### config.mk
export PLATFORM = sky130hd
export DESIGN_NAME = wait_state_timer
export DESIGN_NICKNAME = d
export VERILOG_FILES = /design/src/verilog/ahb_mem_pkg.sv /design/src/verilog/wait_state_timer.sv
export VERILOG_INCLUDE_DIRS = /design/src /design/src/include
export SDC_FILE = /design/constraint.sdc
export NUM_CORES = 1
export LEC_CHECK = 0
export BUFFER_PORTS_ARGS = -buffer_cell sky130_fd_sc_hd__buf_2
export CAP_MARGIN = 0
export CORE_AREA = 3 3 40 42
export DETAILED_ROUTE_END_ITERATION = 10
export DIE_AREA = 0 0 43 45
export GPL_TIMING_DRIVEN = 1
export PLACE_DENSITY = 0.3
export SLEW_MARGIN = 20
export SYNTH_ARGS = -nofsm -noshare
export SYNTH_HDL_FRONTEND = slang
export SYNTH_SLANG_ARGS = --single-unit
### constraint.sdc
create_clock -name hclk -period 2.55 [get_ports hclk]
set_clock_uncertainty 0.05 [all_clocks]
set_input_delay 0.3825 -clock hclk [delete_from_list [all_inputs] [get_ports hclk]]
set_output_delay 0.3825 -clock hclk [all_outputs]
set_load 0.03 [all_outputs]
### src/include/ahb_mem_defs.svh
/*
 * bus widths, memory size and wait-state counts for the AHB-lite memory slave.
 * included by the package and by every module that sizes a port or a constant.
 */
`ifndef AHB_MEM_DEFS_SVH
`define AHB_MEM_DEFS_SVH

// AHB-lite bus widths
`define AHB_ADDR_W 32
`define AHB_DATA_W 32

// memory size in bytes
`define AHB_MEM_BYTES 512
// byte-address width into the memory, log2 of the size
`define AHB_MEM_AW 9

// wait cycles inserted before the final data-phase cycle
`define AHB_WAIT_WRITE 2
`define AHB_WAIT_READ 1

// wait counter width
// must hold the larger wait count
`define AHB_WAIT_W 4

`endif

### src/verilog/ahb_mem_pkg.sv
/*
 * transfer, size and state enums plus address and count types for the memory slave.
 * modules import it inside their body and use scoped names in port lists.
 */
`include "ahb_mem_defs.svh"

package ahb_mem_pkg;

  // AHB htrans encoding
  typedef enum logic [1:0] {
    IDLE   = 2'b00,
    BUSY   = 2'b01,
    NONSEQ = 2'b10,
    SEQ    = 2'b11
  } htrans_e;

  // AHB hsize encoding, 32-bit bus only
  typedef enum logic [2:0] {
    BYTE = 3'b000,
    HALF = 3'b001,
    WORD = 3'b010
  } hsize_e;

  // transfer FSM states
  typedef enum logic [1:0] {
    ST_IDLE = 2'b00,
    ST_DATA = 2'b01,
    ST_ERR1 = 2'b10,
    ST_ERR2 = 2'b11
  } xfer_state_e;

  // byte address inside the memory
  typedef logic [`AHB_MEM_AW-1:0] mem_addr_t;
  // wait-state count
  typedef logic [`AHB_WAIT_W-1:0] wait_cnt_t;

endpackage

### src/verilog/wait_state_timer.sv
/*
 * wait-state down-counter. loads the write or read wait count on timer_start
 * and reports done once the count has reached zero.
 */
`include "ahb_mem_defs.svh"

module wait_state_timer (
  input  logic hclk,
  input  logic hresetn,
  input  logic timer_start,
  input  logic timer_write,
  output logic timer_done
);
  import ahb_mem_pkg::*;

  wait_cnt_t count;

  always_ff @(posedge hclk or negedge hresetn) begin
    if (!hresetn) begin
      count <= '0;
    end else if (timer_start) begin
      // direction picks the stretch
      count <= timer_write ? wait_cnt_t'(`AHB_WAIT_WRITE) : wait_cnt_t'(`AHB_WAIT_READ);
    end else if (count != '0) begin
      count <= count - 1'b1;
    end
  end

  // zero wait count gives done in the first data cycle
  assign timer_done = (count == '0);

  // a new stretch only starts once the last one has run out
  a_start_when_idle : assert property (@(posedge hclk) disable iff (!hresetn)
    timer_start |-> timer_done)
    else $error("wait timer restarted while still counting");

endmodule
* After elaboration in Yosys (flattened, before gate mapping)
Index checks and enable logic that the tools add are counted.
** Word-level totals
- Register bits after elaboration :: 4
- Bits of input ports :: 4
- Output and inout port bits :: 1
- Word-level logic and storage cells :: 8
** Operators by class
- Add/subtract/negate cells :: 1
- Mux-type cells :: 3
- Reduce and logical (&&, ||, !) cells :: 3
** Operators by type and width (number)
- 4-bit 2-to-1 mux :: 2
- 4-bit logical NOT :: 1
- 4-bit nonzero test :: 1
- 4-bit by 1-bit subtractor with 4-bit output, second input constant :: 1
- 2-bit 2-to-1 mux :: 1
- 2-bit nonzero test :: 1

* Longest topological paths before layout
- Depth in word-level cells :: 3
- Mapped depth :: 5
- Depth with buffers taken out :: 5

* Least setup slack after synthesis
OpenSTA, ideal clock, no wires.
- Path type :: reg-to-reg
- From :: register count[0]
- To :: register count[1]
- Library setup time :: 83 ps
- Data arrival time :: 1516 ps
- Required time :: 2417 ps
- Setup slack :: 901 ps
- Cell stages (with the launch flop) :: 6
- Path buffers :: 0
- Period minus slack after synthesis :: 1649 ps
- Path through :: dfrtp_1 inv_1 ha_1 nor3b_4 mux2_1 o21ai_0
** On the way
- Cells in the longest elaborated chain, start to end :: 3
- Elaborated cells on any way between the ends :: 5
- Classes of those cells :: 1 x add/sub; 2 x mux; 2 x reduce/logical
** RTL lines
- start, declared :: RTL line wait_state_timer.sv:16 : wait_cnt_t count;
- start signal, assigned :: RTL line wait_state_timer.sv:23 : count <= timer_write ? wait_cnt_t'(`AHB_WAIT_WRITE) : wait_cnt_t'(`AHB_WAIT_READ);
- start signal, assigned :: RTL line wait_state_timer.sv:25 : count <= count - 1'b1;
- 4-bit by 1-bit subtractor with 4-bit output :: RTL line wait_state_timer.sv:25
- 4-bit 2-to-1 mux :: RTL line wait_state_timer.sv:24 : end else if (count != '0) begin
- 4-bit 2-to-1 mux :: RTL line wait_state_timer.sv:21 : end else if (timer_start) begin
Several ways; a longest one is shown, not always the timed one. The select of a mux whose other input is x is not followed.
A chain may end at the register's enable or synchronous reset.

* Worst setup path in the final report
- From :: register count[0]
- To :: output timer_done
** On the way
- Cells in the longest elaborated chain, start to end :: 1
** RTL lines
- 4-bit logical NOT :: RTL line wait_state_timer.sv:30 : assign timer_done = (count == '0);
- end, declared :: RTL line wait_state_timer.sv:12 : output logic timer_done
No other way between the ends.

==> implementation parameters <==
Parameter                              Value

Outcome
  Status    finished clean

Routing
  Total iterations of the first detailed-routing run    2
  Number of nets with antenna violations after detailed routing    0
  Average wire per standard cell    9.49 um
  DRC violations left    0
  Via count    167
  Total wirelength of the detailed-routed design    408 um
  Number of violations reported at the end of detailed-routing iteration 0    3
  Avg Vias per Cell    3.88

Critical path
  Critical-path maximum fanout    4
  Endpoint arrival time on the critical path    1.42 ns
  Worst EP required    2.12 ns
  Start point of the critical path    count[0]
  Critical Setup Path Class    reg2out
  Source of the worst register-to-register timing path    count[0]
  Setup crit start kind    register
  Critical path capture point type    output pin

Worst hold path
  Startpoint of the tightest hold check path    timer_start
  Hold Path Class    in2reg

Synth
  Average instance area after synthesis    11.2 um2
  Share of synthesized area occupied by flip-flops and latches    44.7%
  Cell types occupying the most area after synthesis    dfrtp_1 (45%), ha_1 (11%), nor3b_4 (8.4%), xnor2_1 (7.8%), mux2_1 (5.0%)
  Synth Net Count    26
  Top-count cell post-synth    dfrtp_1
  Syn Std Cell Area    224 um2
  Gate count of the mapped netlist    20
  Cell accounting for the most synthesized area    dfrtp_1
  Top flip-flop cell by instance count after synthesis    dfrtp_1
  Synthesized flop and latch total    4
  Fraction of synthesized cell area taken by the top area cell type    44.7%
  Fraction of registers with async set or reset after synthesis    100%
  Number of flops mapped to enable cells by yosys    0
  Number of warnings issued by yosys    0
  Unique masters post-synth    12

STA
  Post-Route Hold Slack    0.322 ns
  Setup repair after global routing missed its margin    no
  Final min period    1.86 ns
  Worst path setup slack after routing    0.694 ns
  Final total negative setup slack    0 ns
  Fin crit share    72.8%
  Setup violation total in the final timing report    0
  Fin. max-slew vios    0
  Relative slew margins    83.5%
  Worst slew pin tran    0.247 ns
  Highest Clock Rate    539 MHz
  Fin. Hold Viols    0

Final layout
  Share of cells above drive strength 1    28.6%
  Number of nets in the layout    36
  Fillcell total    146
  Layout overhead on the synthesized area    31.8%
  Number of flip-flops in the largest register    4
  Sequential Area    100 um2
  Largest registers    count x4
  Final antenna diode count    0
  Area occupied by multi-input gates    116 um2
  Largest reg by FF count    count
  Final Instance Area    295 um2

Power
  Power density over the cells    1150 nW/um2
  Overall power consumption    338 uW
  Leak Pwr    0.000138 uW
  VDD IR max    0.253 mV

Global route
  Largest net degree at the start of global routing    6
  Initial antenna violation count    0
  GRT Total Usage    6.27%
  Overflow left after global routing    0
  First-pass GRT wire length    786 um
  Number of global-route vias before repair    205

Clock tree
  Depth of the CTS H-tree    1
  CTS clk-pin slew, worst paths    0.04 ns
  Cell chosen for the clock root    clkbuf_4
  Worst-Skew Late Latency    0.23 ns
  TritonCTS clock tree    built
  Number of sinks driven by the clock tree    4
  Maximum buffer depth of the clock tree    2
  Num CTS Buffers    3

Floorplan
  Die Y-Extent    45 um
  Area of the die    1940 um2
  Horiz. Die Dim    43 um
  Core Area    1280 um2
  Starting Density    17.4%
  I/O pins    5
  Number of rows in the core area    13

Placed design
  Pre-CTS setup slack    0.925 ns
  Number of input and output port buffers inserted    4
  Instance area after placement    263 um2
  Gpl congestion    0.637

Run
  Max capacitance violation total    0
-- routing by layer --
metal	global-route usage (%)	wire length, um
met2	9.28	199
met1	5.60	179
met3	4.78	21
met5	0	0
met4	5.42	8
-- worst max-delay path: stages, from the launching register on --
cell     delay, ns
dfrtp_1       0.39
inv_1         0.09
ha_1          0.18
nor3b_4       0.28
buf_2         0.26
-- power breakdown --
group	total [uW]	switching (uW)	internal, uW	leakage, uW
clock network	77.6	25.0	52.6	0.0000138
logic	146	73.7	72.8	0.0000738
registers	114	26.1	88.1	0.0000503
total	338	125	213	0.000138
-- worst paths after layout --
kind	slack [ns]	end	cells after the start
min reg2reg	0.57	count[3]	2
max	0.69	timer_done	4
max in group asynchronous	1.90	count[0]	2
max reg2reg	0.99	count[1]	5
min in group asynchronous	0.43	count[2]	2
min	0.32	count[3]	2
-- what timing repair did --
item	in CTS	in global routing
buffers inserted	0	0
endpoints found under the setup margin	0	0
endpoints found under the hold margin	4	0
resized for setup	0	0
hold buffers	1	0
-- final cells by class --
class	instances	area share (%)
inverter	2	2.54
timing repair buffer	5	10.2
multi-input combinational	14	39.4
clock buffer	3	7.63
sequential	4	33.9
tap	15	6.36
-- kinds of logic (layout without fill, tap and decap cells) --
logic type	count (synthesis)	count (layout)	share of synthesized area [%]
AND/OR/NAND/NOR	6	6	17.9
flip-flops	4	4	44.7
adder cells (fa/ha/maj)	2	2	11.2
AO/OA/AOI/OAI	2	2	5.59
XOR/XNOR	2	2	7.82
multiplexers	2	2	9.50
buffers and inverters	2	10	3.35
-- layout by cell type (no fill, tap or decap) --
cell,count
dfrtp_1,4
buf_2,4
clkbuf_4,3
inv_1,2
nor2_1,2
nor3_1,2
xnor2_1,2
ha_1,2
nor3b_4,1
mux2i_1,1
mux2_1,1
nand2_1,1
o21ai_0,1
o21a_1,1
dlygate4sd3_1,1
-- per-stage QoR --
| stage | cells | utilization [%] |
|---|---|---|
| finish | 43 | 23.0 |
| CTS | 43 | 23.0 |
| global placement | 39 | 20.4 |
| detailed placement | 39 | 20.4 |
| floorplan | 20 | - |
| global route | 43 | 23.0 |
Power figures use the tool's default switching activity.
