==> src/include/ahb_mem_defs.svh <==
/*
 * bus widths, memory size and wait-state counts for the AHB-lite memory slave.
 * included by the package and by every module that sizes a port or a constant.
 */
`ifndef AHB_MEM_DEFS_SVH
`define AHB_MEM_DEFS_SVH

// AHB-lite bus widths
`define AHB_ADDR_W 32
`define AHB_DATA_W 32

// memory size in bytes
`define AHB_MEM_BYTES 512
// byte-address width into the memory, log2 of the size
`define AHB_MEM_AW 9

// wait cycles inserted before the final data-phase cycle
`define AHB_WAIT_WRITE 2
`define AHB_WAIT_READ 1

// wait counter width
// must hold the larger wait count
`define AHB_WAIT_W 4

`endif

==> src/verilog/ahb_mem_pkg.sv <==
/*
 * transfer, size and state enums plus address and count types for the memory slave.
 * modules import it inside their body and use scoped names in port lists.
 */
`include "ahb_mem_defs.svh"

package ahb_mem_pkg;

  // AHB htrans encoding
  typedef enum logic [1:0] {
    IDLE   = 2'b00,
    BUSY   = 2'b01,
    NONSEQ = 2'b10,
    SEQ    = 2'b11
  } htrans_e;

  // AHB hsize encoding, 32-bit bus only
  typedef enum logic [2:0] {
    BYTE = 3'b000,
    HALF = 3'b001,
    WORD = 3'b010
  } hsize_e;

  // transfer FSM states
  typedef enum logic [1:0] {
    ST_IDLE = 2'b00,
    ST_DATA = 2'b01,
    ST_ERR1 = 2'b10,
    ST_ERR2 = 2'b11
  } xfer_state_e;

  // byte address inside the memory
  typedef logic [`AHB_MEM_AW-1:0] mem_addr_t;
  // wait-state count
  typedef logic [`AHB_WAIT_W-1:0] wait_cnt_t;

endpackage

==> src/verilog/ahb_xfer_fsm.sv <==
/*
 * AHB-lite transfer FSM. accepts address phases, decodes range and alignment
 * errors, and drives hreadyout/hresp plus the timer and memory strobes.
 */
`include "ahb_mem_defs.svh"

module ahb_xfer_fsm (
  input  logic                   hclk,
  input  logic                   hresetn,
  input  logic                   hsel,
  input  logic                   hreadyin,
  input  ahb_mem_pkg::htrans_e   htrans,
  input  logic                   hwrite,
  input  ahb_mem_pkg::hsize_e    hsize,
  input  logic [`AHB_ADDR_W-1:0] haddr,
  input  logic                   timer_done,
  output logic                   hreadyout,
  output logic                   hresp,
  output logic                   timer_start,
  output logic                   timer_write,
  output logic                   capture,
  output logic                   wr_commit
);
  import ahb_mem_pkg::*;

  // first byte address past the memory
  localparam logic [`AHB_ADDR_W-1:0] mem_limit = `AHB_MEM_BYTES;

  xfer_state_e state;
  xfer_state_e state_nxt;
  xfer_state_e accept_state;
  logic        accept;
  logic        addr_err;
  // direction of the transfer in its data phase
  logic        dir_q;

  // valid address phase, sampled only when no data phase of ours is stalled
  assign accept = hsel && hreadyin && hreadyout && (htrans == NONSEQ || htrans == SEQ);

  // out of range, or not aligned to the size
  always_comb begin
    addr_err = (haddr >= mem_limit);
    case (hsize)
      BYTE: ;
      HALF: if (haddr[0]) addr_err = 1'b1;
      WORD: if (haddr[1:0] != 2'b00) addr_err = 1'b1;
      default: addr_err = 1'b1;
    endcase
  end

  assign accept_state = !accept ? ST_IDLE : (addr_err ? ST_ERR1 : ST_DATA);

  always_comb begin
    case (state)
      // stay until the timer releases the final cycle
      ST_DATA: state_nxt = timer_done ? accept_state : ST_DATA;
      // error response is always two cycles
      ST_ERR1: state_nxt = ST_ERR2;
      default: state_nxt = accept_state;
    endcase
  end

  always_ff @(posedge hclk or negedge hresetn) begin
    if (!hresetn) begin
      state <= ST_IDLE;
      dir_q <= 1'b0;
    end else begin
      state <= state_nxt;
      if (timer_start) begin
        dir_q <= hwrite;
      end
    end
  end

  // ready low during wait states and in the first error cycle
  always_comb begin
    case (state)
      ST_DATA: hreadyout = timer_done;
      ST_ERR1: hreadyout = 1'b0;
      default: hreadyout = 1'b1;
    endcase
  end

  assign hresp = (state == ST_ERR1) || (state == ST_ERR2);

  // okay transfers start the timer and get their address sampled
  assign timer_start = accept && !addr_err;
  assign timer_write = hwrite;
  assign capture     = timer_start;

  // write lands at the end of the last data-phase cycle
  assign wr_commit = (state == ST_DATA) && timer_done && dir_q;

  // the timer only counts inside an okay data phase
  a_no_resp_in_wait : assert property (@(posedge hclk) disable iff (!hresetn)
    !timer_done |-> !hresp)
    else $error("hresp high while the wait timer is still counting");

  // write lands on the edge that ends its stretched data phase
  a_commit_timing : assert property (@(posedge hclk) disable iff (!hresetn)
    timer_start && hwrite |-> ##(`AHB_WAIT_WRITE + 1) wr_commit)
    else $error("write commit not at the end of its data phase");

endmodule

==> config.mk <==
export PLATFORM = sky130hd
export DESIGN_NAME = ahb_xfer_fsm
export DESIGN_NICKNAME = d
export VERILOG_FILES = /design/src/verilog/ahb_mem_pkg.sv /design/src/verilog/ahb_xfer_fsm.sv
export VERILOG_INCLUDE_DIRS = /design/src /design/src/include
export SDC_FILE = /design/constraint.sdc
export NUM_CORES = 1
export LEC_CHECK = 0
export BUFFER_PORTS_ARGS = -buffer_cell sky130_fd_sc_hd__buf_2
export CAP_MARGIN = 0
export CORE_AREA = 2 2 39 41
export CTS_CLUSTER_DIAMETER = 100
export DETAILED_ROUTE_END_ITERATION = 16
export DIE_AREA = 0 0 41 43
export GPL_TIMING_DRIVEN = 0
export PLACE_DENSITY = 0.78
export RECOVER_POWER = 100
export SLEW_MARGIN = 10
export SYNTH_ARGS = -nofsm -noshare
export SYNTH_HDL_FRONTEND = slang
export SYNTH_SLANG_ARGS = --single-unit
export TNS_END_PERCENT = 1
==> constraint.sdc <==
create_clock -name hclk -period 2.9 [get_ports hclk]
set_clock_uncertainty 0.05 [all_clocks]
set_input_delay 0.29 -clock hclk [delete_from_list [all_inputs] [get_ports hclk]]
set_output_delay 0.29 -clock hclk [all_outputs]
set_load 0.05 [all_outputs]
# Word level (Yosys, flattened, before mapping)

Index checks and enable logic that the tools add are counted.

Multiplexer cells: 8
Reductions and logical operators: 11
Order comparisons: 1
Eq/ne operators: 7

Operators by type and width:

| operator                                              | count |
|---|---|
| >= comparator 32 x 10 -> 1 bit, second input constant | 1 |
| == test 2 bit, second input constant                  | 4 |
| logical AND 1 bit                                     | 6 |
| two-way mux 2 bit                                     | 3 |
| case mux 2 bit (2 select lines)                       | 1 |
| == test 3 x 1 -> 1 bit, second input constant         | 1 |
| == test 3 x 2 -> 1 bit, second input constant         | 1 |
| logical NOT 3 bit                                     | 1 |
| case mux 1 bit (3 select lines)                       | 1 |
| == test 2 x 1 -> 1 bit, second input constant         | 1 |
| logical OR 1 bit                                      | 2 |
| two-way mux 1 bit                                     | 2 |
| case mux 1 bit (2 select lines)                       | 1 |
| nonzero test 2 bit                                    | 1 |
| logical NOT 1 bit                                     | 1 |

Logic and storage cells: 29
Flip-flop bits (word level): 3

# Depth between registers and ports, before layout

Gate-level depths: netlist of run 1.

Depth in word-level cells: 7
Mapped depth: 6
Gate-level depth less buffers: 6

# Least setup slack after synthesis of run 1

No wires, ideal clock.

Kind: register to output
Start: reg state[0]
End: out timer_start
Stages on the path, launching flop included: 5
Data required time: 2.560 ns
Arrival time: 1.615 ns
Path slack: 0.945 ns
Path buffers: 1
Cell sequence: dfrtp_1 -> ha_1 -> mux2_2 -> and3_4 -> buf_4

Word-level cells in the longest chain between the ends: 5

RTL lines:

| element                                                 | RTL line           | RTL |
|---|---|---|
| start: declaration                                      | ahb_xfer_fsm.sv:29 | `xfer_state_e state;` |
| start signal: assignment                                | ahb_xfer_fsm.sv:68 | `state <= state_nxt;` |
| == test 2 bit or == test 2 x 1 -> 1 bit (tied branches) | ahb_xfer_fsm.sv:77 | `case (state)` |
| case mux 1 bit (2 select lines) *                       | ahb_xfer_fsm.sv:77 |  |
| net hreadyout                                           | ahb_xfer_fsm.sv:17 | `output logic hreadyout,` |
| logical AND 1 bit * (2 in series)                       | ahb_xfer_fsm.sv:38 | `assign accept = hsel && hreadyin && hreadyout && (htrans == NONSEQ \|\| htrans == SEQ);` |
| logical AND 1 bit *                                     | ahb_xfer_fsm.sv:87 | `assign timer_start = accept && !addr_err;` |
| end: declaration                                        | ahb_xfer_fsm.sv:19 | `output logic timer_start,` |

The timed path passes the listed nets; every way through them passes the cells marked *.

# Final worst setup path of run 1

Start: in haddr[26]
End: out timer_start

Word-level cells in the longest chain between the ends: 5

RTL lines:

| element                                     | RTL line                               | RTL |
|---|---|---|
| start: declaration                          | ahb_xfer_fsm.sv:15                     | `` input logic [`AHB_ADDR_W-1:0] haddr, `` |
| >= comparator 32 x 10 -> 1 bit *            | ahb_xfer_fsm.sv:42                     | `addr_err = (haddr >= mem_limit);` |
| two-way mux 1 bit, on equally long branches | ahb_xfer_fsm.sv:46, ahb_xfer_fsm.sv:45 |  |
| case mux 1 bit (3 select lines) *           | ahb_xfer_fsm.sv:43                     | `case (hsize)` |
| logical NOT 1 bit *                         | ahb_xfer_fsm.sv:87                     |  |
| logical AND 1 bit *                         | ahb_xfer_fsm.sv:87                     |  |

Mark *: on every way between the ends. The rest lies on a longest branch, timed or not.

==> summary.md, run 1 <==
| Metric | Value |
|---|---|
| Unique masters post-synth | 22 |
| Max-slew headroom | 0.603 |
| Min-Delay Path Class | primary input to flop |
| Ant. Diodes | 0 |
| Initial Util | 0.260 |
| Commonest cells in the netlist | inv_1, nor4_1 |
| Net count after synthesis | 86 |
| CTS Buf Count | 3 |
| Cell taking the most area after synthesis | dfrtp_1 |
| Pwr dens | 377 mW/mm^2 |
| Layout Cells excl Fill | 108 |
| Worst EP required | 2.56 ns |
| Clk Latency, worst-skew pair | about 0.24 ns |
| Period utilisation layout | 0.828 |
| TritonRoute pass-1 iters | 4 |
| CP max-delay cell | clkbuf_1 |
| Slew @ Worst Pin | roughly 0.60 ns |
| Synth top area share | 0.208 |
| GPL Wtd Cong | 0.684 |
| Post-CTS Hold Fix Bufs | 1 |
| CP endpoint kind | output pin |
| Layout overhead on the synthesized area | 76.0% |
| Top post-synthesis cells by area | dfrtp_1, ha_1, nor4_2 |
| CTS tree | built |
| First-pass GRT wire length | about 1.7 mm |
| Largest stage delay, worst path | 0.45 ns |
| Worst hold slack | around 0.26 ns |
| Post-CTS sizing | 0 |
| GRT Util Overall | 0.145 |
| Die W | 41 um |
| Synthesized netlist cell count | 40 |
| Hold depth | 2 |
| Final setup vio count | 0 |
| Final net count | 139 |
| Max frequency | 0.416 GHz |
| Max Cap Viol | 0 |
| Peak supply drop | 0.000149 V |
| Fin crit period | roughly 2.4 ns |
| Deepest clock path buffer count | 2 |
| Post-Syn Area | 360 um^2 |
| Total Power | around 240 uW |
| Total grt overflow | 0 |
| Final hold vios | 0 |
| Std-Cell Rows | 14 |
| Antenna viol nets, final | 0 |
| Core area | 0.00138 mm^2 |
| Post-CTS Setup Inserts | 0 |
| FF+latch count, synth | 3 |
| Via count | slightly above 500 |
| Total wire length | 1.01 mm |
| Async SR Flop Fraction | 1.00 |
| Final HPWL DP | 880 um |
| Vias in the first global route | roughly 460 |
| Clock slew at reported path FFs | 0.04 ns |
| Synthesized area per cell | about 9 um^2 |
| Final-report max-slew violation count | 0 |
| WS Path Type | primary input to output pin |
| Prevailing post-synth register cell | dfrtp_1 |
| Max FO, Critical Path | 4 |
| Buf+Inv Stages, Crit Path | 3 |
| Warnings from Yosys | 0 |
| Clock Sinks | 3 |
| LEAKAGE | 0.333 nW |
| Fillers | 143 |
| Initial antenna violation count | 0 |
| Largest net degree at the start of global routing | 5 |
| Crit-path cells | buf_2 -> nor4_2 -> nand4_1 -> a2111oi_2 -> and3_1 -> buf_4 -> clkbuf_1 |
| Post-synth EDFFs | 0 |
| WP depth | 7 |
| WP data arrival | roughly 2.1 ns |
| Residual DRC | 0 |
| CTS root buffer | clkbuf_4 |
| Share of layout cells above drive strength 1 | 0.554 |
| IO Port Bufs | 47 |
| Worst-case reg-to-reg path depth | 6 |
| RSZ-0062 raised after global routing | no |
| Seq/Total Area, Yosys | 0.208 |
| Drt via density | ~4.7 |
| Placed cells | 103 |
| Final core occ | 0.458 |
| CP top delay family | simple AND/OR/NAND/NOR gates |
| Status | complete, no violations |
| Routed len/inst | 9.34 um |
| H-Tree Depth | 1 |
| Die Y | about 43 um |
| Startpoint Class | primary input |
| Setup TNS | 0 ns |
| IO Pins | a little under 50 |
| Die area | 0.00176 mm^2 |
| Iteration-0 DRC Markers | 4 |
area by class of cell:
| cell class | count | area (um^2) | area share |
|---|---|---|---|
| multi-input cells | 31 | 246 | 0.389 |
| repair buffers | 48 | 236 | 0.373 |
| plain buffers | 2 | 15.0 | 0.0237 |
| well taps | 16 | 20.0 | 0.0316 |
| inverters | 4 | 15.0 | 0.0237 |
| flip-flops and latches | 3 | 75.1 | 0.118 |
| clock buffers | 4 | 26.3 | 0.0414 |
path summary, 6_finish.rpt:
check	slack, ns	to	from
worst max-delay path	0.50	timer_start	haddr[26]
worst min-delay path	0.26	dir_q$_DFFE_PN0P_	hwrite
worst max register to register	1.13	dir_q$_DFFE_PN0P_	state[0]$_DFF_PN0_
worst min register to register	0.47	dir_q$_DFFE_PN0P_	dir_q$_DFFE_PN0P_
max in group asynchronous	2.31	dir_q$_DFFE_PN0P_	hresetn
min in group asynchronous	0.34	state[1]$_DFF_PN0_	hresetn
through the flow:
step | setup slack (ns) | cell area (um^2)
3_3_place_gp | 0.746 | 616
5_1_grt | 0.346 | 634
4_1_cts | 0.706 | 652
3_5_place_dp | 0.720 | 616
2_1_floorplan | 0.945 | 360
6_report | 0.498 | 634
kinds of logic (layout without fill, tap and decap cells):
| logic type | after synthesis | in the layout | share of synthesized area |
|---|---|---|---|
| AND/OR/NAND/NOR | 20 | 20 | 0.389 |
| multiplexers | 2 | 2 | 0.0729 |
| adder cells (fa/ha/maj) | 3 | 3 | 0.104 |
| flip-flops | 3 | 3 | 0.208 |
| buffers and inverters | 6 | 58 | 0.0833 |
| AO/OA/AOI/OAI | 6 | 6 | 0.142 |
where the power goes:
part,internal [mW],switching (mW),leakage [nW]
Sequential,0.0478,0.00495,0.0412
Clock,0.0517,0.0239,0.0150
Combinational,0.0463,0.0646,0.277
Total,0.146,0.0934,0.333
cells in the final DEF, fill, tap and decap left out:
cell type and count:
buf_2 40, clkbuf_1 8, inv_1 4, nor4_1 4, and3_1 4, nand2_1 3
nor4_2 3, ha_1 3, clkbuf_4 3, dfrtp_1 3, mux2_1 2, a21oi_1 2
buf_4 2, nor2_1 1, nand2b_1 1, o22ai_1 1, nor4b_1 1, nand4_1 1
nand3_1 1, a2111oi_2 1, o32ai_1 1, o32a_2 1, or2_2 1, dlygate4sd3_1 1
state kept, by name, indices dropped and copies added (netlist names):
name   count
dir_q      1
state      2
metal layers:
metal / part of all wire / track usage / vias up
met5: 0 / 0 / -
met4: 0.017 / 0.120 / 0
met3: 0.12 / 0.0576 / 2
met2: 0.51 / 0.219 / 35
met1: 0.35 / 0.145 / 213
li1: - / - / 257
No activity file was read; power rests on OpenSTA's default activity.
==> run 2, diff against run 1 <==
ABC_AREA = 1   (was unset)
PLACE_DENSITY = 0.81   (was 0.78)
clock period = 2.46 ns   (was 2.9 ns; I/O delays follow)
==> run 2 against run 1 <==
Compared with the run above:
- critical path depth rose by 3
- first-iteration DRC count fell by 75%
- via count rose by 3.6%
- combinational power rose by 48%
- setup slack got worse by 0.21 ns
- clock power rose by 16%
- sequential share of layout area barely moved
- global-route usage fell by 2.2 points
- sequential power rose by 23%
- area after synthesis rose by 9.4%
- cell area rose by 0.20%
- clock-buffer cell count did not move
==> summary.md, run 2 <==
| Metric | Value |
|---|---|
| Status | complete, no violations |
| CTS Buf Count | 3 |
| First-pass GRT wire length | approximately 1.6 mm |
| Commonest non-fill, non-tap cell in the layout | buf_2 |
| Most frequent cells in the layout | buf_2, nand2_1, nor2_1, inv_1, clkbuf_1 |
| Max-slew headroom | 0.598 |
| Hold depth | 3 |
| Worst hold slack | 0.243 ns |
| Final hold vios | 0 |
| Largest net degree at the start of global routing | 5 |
| Worst-case reg-to-reg path depth | 9 |
| Post-CTS Hold Fix Bufs | 1 |
| WS Path Type | flop to output pin |
| Multi-input logic area | roughly 240 um^2 |
| H-Tree Depth | 1 |
| GPL Wtd Cong | 0.679 |
| Post-synth EDFFs | 0 |
| Final setup vio count | 0 |
| Worst EP required | 2.16 ns |
| Final net count | 158 |
| Synthesized area per cell | 5.97 um^2 |
| Clock Sinks | 3 |
| Net count after synthesis | roughly 110 |
| Initial Util | 0.285 |
| WP data arrival | 1.87 ns |
| RSZ-0062 raised after global routing | no |
| Biggest regs | state x2, dir_q x1 |
| Flop pwr share | 0.204 |
| Layout overhead on the synthesized area | 61.3% |
| Clock slew at reported path FFs | approximately 0.040 ns |
| Peak supply drop | 0.000170 V |
| CTS root buffer | clkbuf_4 |
| Top post-synthesis cells by area | dfrtp_1, nand2_1, nor2_1 |
| Final HPWL DP | ~850 um |
| Initial antenna violation count | 0 |
| Drt via density | 4.13 |
| Ant. Diodes | 0 |
| Place WS | 0.589 ns |
| Biggest register | state |
| CTS tree | built |
| Max frequency | 0.461 GHz |
| Pwr dens | 498 mW/mm^2 |
| GRT Util Overall | 0.122 |
| Fillers | 160 |
| Slew @ Worst Pin | between 0.6 and 0.7 ns |
| Std-Cell Rows | 14 |
| IO Port Bufs | 40 |
| Deepest clock path buffer count | 2 |
| Startpoint Class | flop |
| Fin crit period | 2.17 ns |
| Post-CTS sizing | 0 |
| Routed len/inst | around 7.5 um |
| Period utilisation layout | 0.882 |
| Setup TNS | 0 ns |
| Largest register FFs | 2 |
| Cell taking the most area after synthesis | dfrtp_1 |
| Via count | around 530 |
| Setup WS post-layout | 0.291 ns |
| Residual DRC | 0 |
| Core area | 0.00138 mm^2 |
| Async SR Flop Fraction | 1.00 |
| Die W | 41 um |
| Combinational fraction of design power | 0.519 |
| NetSw | between 100 and 150 uW |
| Final-report max-slew violation count | 0 |
| Vias in the first global route | 487 |
| Die Y | approximately 43 um |
| FF+latch area | 75.1 um^2 |
| FF+latch count, synth | 3 |
| Unique masters post-synth | 20 |
| Prevailing post-synth register cell | dfrtp_1 |
| Post-CTS Setup Inserts | 0 |
| Max Cap Viol | 0 |
| Synthesized netlist cell count | 66 |
| Post-Syn Area | 394 um^2 |
| Min-Delay Path Class | primary input to flop |
| Clk Latency, worst-skew pair | ~0.23 ns |
| Total wire length | 950 um |
| Max FO, Critical Path | 3 |
| Commonest cells in the netlist | nand2_1, nor2_1, inv_1, dfrtp_1, ha_1 |
| Switching share of power | 0.440 |
| Antenna viol nets, final | 0 |
| CP endpoint kind | output pin |
| Most numerous cell in the Yosys netlist | nand2_1 |
| Seq/Total Area, Yosys | 0.190 |
| Clock Power Share | 0.276 |
| Synth top area share | 0.190 |
| TritonRoute pass-1 iters | 5 |
| Int Pwr | about 180 uW |
| IO Pins | 49 |
| Die area | 0.00176 mm^2 |
| Warnings from Yosys | 0 |
| LEAKAGE | 0.374 nW |
| Share of layout cells above drive strength 1 | 0.414 |
| Total Power | 317 uW |
| Total grt overflow | 0 |
| Iteration-0 DRC Markers | 1 |
run 2: kinds of logic (layout without fill, tap and decap cells):
| kind of cell | Yosys count | after routing | share of synthesized area |
|---|---|---|---|
| compound gates | 6 | 6 | 0.111 |
| fa+ha+maj | 3 | 3 | 0.0952 |
| buf+inv | 16 | 61 | 0.171 |
| flops | 3 | 3 | 0.190 |
| simple gates | 38 | 38 | 0.432 |
run 2: worst max-delay path: stages, from the launching register on:
cell and delay (ns):
dfrtp_1 0.39, inv_1 0.07, ha_1 0.20, nand2_1 0.12, o21ai_2 0.09, nand4_1 0.13, clkinv_1 0.09, nand3_2 0.10
inv_1 0.09, buf_4 0.10, clkbuf_2 0.26
run 2: final cells by class:
| class | instances | share of cell area |
|---|---|---|
| plain buffers | 2 | 0.0236 |
| clock buffers | 4 | 0.0413 |
| inverters | 14 | 0.0827 |
| multi-input cells | 47 | 0.382 |
| flip-flops and latches | 3 | 0.118 |
| well taps | 16 | 0.0315 |
| repair buffers | 41 | 0.321 |
run 2: metrics by stage:
stage / cells / utilization / instance area [um^2]
after floorplan: 66 / - / 394
after global placement: 122 / 0.444 / 614
after detailed placement: 122 / 0.444 / 614
after CTS: 127 / 0.470 / 651
after global routing: 127 / 0.459 / 636
final: 127 / 0.459 / 636
run 2: path summary, 6_finish.rpt:
path	start	endpoint	slack (ns)
max	state[1]$_DFF_PN0_	timer_start	0.29
min	hwrite	dir_q$_DFFE_PN0P_	0.24
max reg2reg	state[1]$_DFF_PN0_	dir_q$_DFFE_PN0P_	0.98
min reg2reg	dir_q$_DFFE_PN0P_	dir_q$_DFFE_PN0P_	0.43
max in group asynchronous	hresetn	dir_q$_DFFE_PN0P_	1.91
min in group asynchronous	hresetn	state[1]$_DFF_PN0_	0.29
run 2: power by group through the flow:
stage                     combinational, mW  clock (mW)  sequential [mW]
after floorplan                       0.122           0           0.0639
after global placement                0.168           0           0.0650
after detailed placement              0.171           0           0.0659
after CTS                             0.172      0.0889           0.0652
after global routing                  0.181      0.0914           0.0664
final                                 0.164      0.0874           0.0647
run 2: layer usage:
layer  track usage  wire, um  share of wire  up-vias
li1              -         -              -      288
met1         0.112       351           0.37      209
met2         0.222       496           0.52       26
met3        0.0262        89          0.094        2
met4        0.0733        13          0.014        0
met5             0         0              0        -
==> run 3, diff against run 2 <==
CORE_AREA = unset   (was 2 2 39 41)
CORE_MARGIN = 2   (was unset)
CORE_UTILIZATION = 28   (was unset)
DIE_AREA = unset   (was 0 0 41 43)
PLACE_DENSITY = 0.8   (was 0.81)
clock period = 1.76 ns   (was 2.46 ns; I/O delays follow)
==> run 3 against run 2 <==
Compared with the run above:
- the flow now finishes with violations (negative setup slack)
- critical path depth decreased by 1
- power increased by 65%
- cell count increased by 0.79%
- combinational power increased by 87%
- utilization increased by 11 points
- largest power group unchanged
- via count increased by 3.2%
- wire length increased by 7.4%
- sequential power increased by 49%
- setup slack got worse by 0.43 ns
- die area decreased by 2.2%
==> summary.md, run 3 (synthesis gave the netlist of run 2 again) <==
| Metric | Value |
|---|---|
| Status | complete, but fails checks |
| Failing checks | negative setup slack |
| Ant. Diodes | 0 |
| Largest register FFs | 2 |
| Worst-case reg-to-reg path depth | 8 |
| Largest stage delay, worst path | 0.41 ns |
| Via count | 542 |
| Clock slew at reported path FFs | 0.04 ns |
| Total wire length | 1.02 mm |
| Final-report max-slew violation count | 0 |
| Slew @ Worst Pin | 0.602 ns |
| GRT Util Overall | 0.138 |
| Fin area | 744 um^2 |
| Most frequent cells in the layout | buf_2, nand2_1, nor2_1, inv_1, buf_4 |
| Vias in the first global route | between 500 and 600 |
| Std-Cell Rows | 13 |
| CTS root buffer | clkbuf_4 |
| Die W | 41.5 um |
| Residual DRC | 0 |
| Biggest regs | state x2, dir_q x1 |
| Clock Sinks | 3 |
| Setup TNS | -0.248 ns |
| Commonest non-fill, non-tap cell in the layout | buf_2 |
| CP most frequent cell | buf_8 |
| Final core occ | 0.572 |
| Layout overhead on the synthesized area | 88.9% |
| Initial Util | 0.303 |
| Iteration-0 DRC Markers | 5 |
| Worst EP required | around 1.5 ns |
| Hold depth | 3 |
| Int Pwr | 297 uW |
| Fin crit period | 1.90 ns |
| TritonRoute pass-1 iters | 3 |
| IO Pins | 49 |
| Die area | 0.00172 mm^2 |
| Antenna viol nets, final | 0 |
| Final HPWL DP | ~880 um |
| IO Port Bufs | 40 |
| Combinational fraction of design power | 0.588 |
| LEAKAGE | 0.405 nW |
| Max FO, Critical Path | 3 |
| Switching share of power | 0.432 |
| CTS Buf Count | 3 |
| Layout Cells excl Fill | 128 |
| CP max-delay cell | dfrtp_1 |
| First-pass GRT wire length | 1.84 mm |
| H-Tree Depth | 1 |
| Max Cap Viol | 0 |
| Largest net degree at the start of global routing | 4 |
| Drt via density | approximately 4.2 |
| Period utilisation layout | 1.08 |
| Final net count | 160 |
| WS Path Type | flop to output pin |
| Placed inst area | 646 um^2 |
| Place WS | -0.0936 ns |
| Final hold vios | 0 |
| NetSw | around 230 uW |
| Startpoint Class | flop |
| Setup WS post-layout | -0.138 ns |
| CTS tree | built |
| Biggest register | state |
| Share of layout cells above drive strength 1 | 0.522 |
| Max-slew headroom | 0.600 |
| Routed len/inst | 7.97 um |
| Max frequency | 0.527 GHz |
| Final setup vio count | 2 |
| Worst hold slack | 0.162 ns |
| WP data arrival | 1.67 ns |
| Crit-path cells | inv_2 -> ha_4 -> o21ai_4 -> nand4_4 -> clkinv_4 -> nand3_4 -> clkinvlp_4 -> buf_8 -> buf_8 |
| Buf+Inv Stages, Crit Path | 5 |
| Flop pwr share | 0.185 |
| WP depth | 9 |
| Min-Delay Path Class | primary input to flop |
| Die Y | 41.5 um |
| Core area | between 0.001 and 0.0015 mm^2 |
| Total Power | about 520 uW |
| Peak supply drop | 0.000296 V |
| CP top delay family | buffers and inverters |
| Initial antenna violation count | 0 |
| Clock Power Share | 0.227 |
| CP endpoint kind | output pin |
| GPL Wtd Cong | 0.641 |
| Pwr dens | 702 mW/mm^2 |
| Placed cells | 121 |
| RSZ-0062 raised after global routing | yes |
| Total grt overflow | 0 |
| Deepest clock path buffer count | 2 |
| Clk Latency, worst-skew pair | 0.23 ns |
[run 3: final timing paths]
path                       slack (ns)               start            endpoint
min in group asynchronous        0.23             hresetn  state[1]$_DFF_PN0_
max in group asynchronous        1.27             hresetn  state[0]$_DFF_PN0_
setup reg to reg                 0.36  state[0]$_DFF_PN0_   dir_q$_DFFE_PN0P_
setup / recovery                -0.14  state[0]$_DFF_PN0_         timer_start
hold reg to reg                  0.42   dir_q$_DFFE_PN0P_   dir_q$_DFFE_PN0P_
hold / removal                   0.16              hwrite   dir_q$_DFFE_PN0P_
[run 3: timing repair]
action	in CTS	in global routing
resized for setup	11	0
buffers inserted	1	1
pin swaps	2	0
hold endpoints to repair	3	0
setup endpoints to repair	2	3
hold buffers	1	0
[run 3: power by group through the flow]
stage,Clock (mW),Sequential [mW],Combinational (mW)
2_1_floorplan,0,0.0896,0.189
3_3_place_gp,0,0.0902,0.253
3_5_place_dp,0,0.0917,0.261
4_1_cts,0.125,0.0971,0.305
5_1_grt,0.131,0.0986,0.339
6_report,0.119,0.0967,0.307
[run 3: cell type report]
cell class | count | area [um^2]
multi-input cells | 47 | 305
fillers | 139 | 557
flip-flops and latches | 3 | 75.1
inverters | 14 | 61.3
repair buffers | 43 | 235
clock buffers | 4 | 26.3
well taps | 15 | 18.8
plain buffers | 2 | 22.5
[run 3: worst register-to-register path: cells and delay by family, from the launching register on]
kind	cells	cell delay (ns)
buffers and inverters	2	0.15
flip-flops	1	0.41
AND/OR/NAND/NOR	4	0.34
adder cells (fa/ha/maj)	1	0.17
AO/OA/AOI/OAI	1	0.17
[run 3: routing by layer]
metal / vias to the layer above / GRT usage / wire, um
met4: 0 / 0.0774 / 0
met1: 229 / 0.135 / 409
met3: 0 / 0.0391 / 77
met2: 21 / 0.253 / 533
li1: 292 / - / -
met5: - / 0 / 0
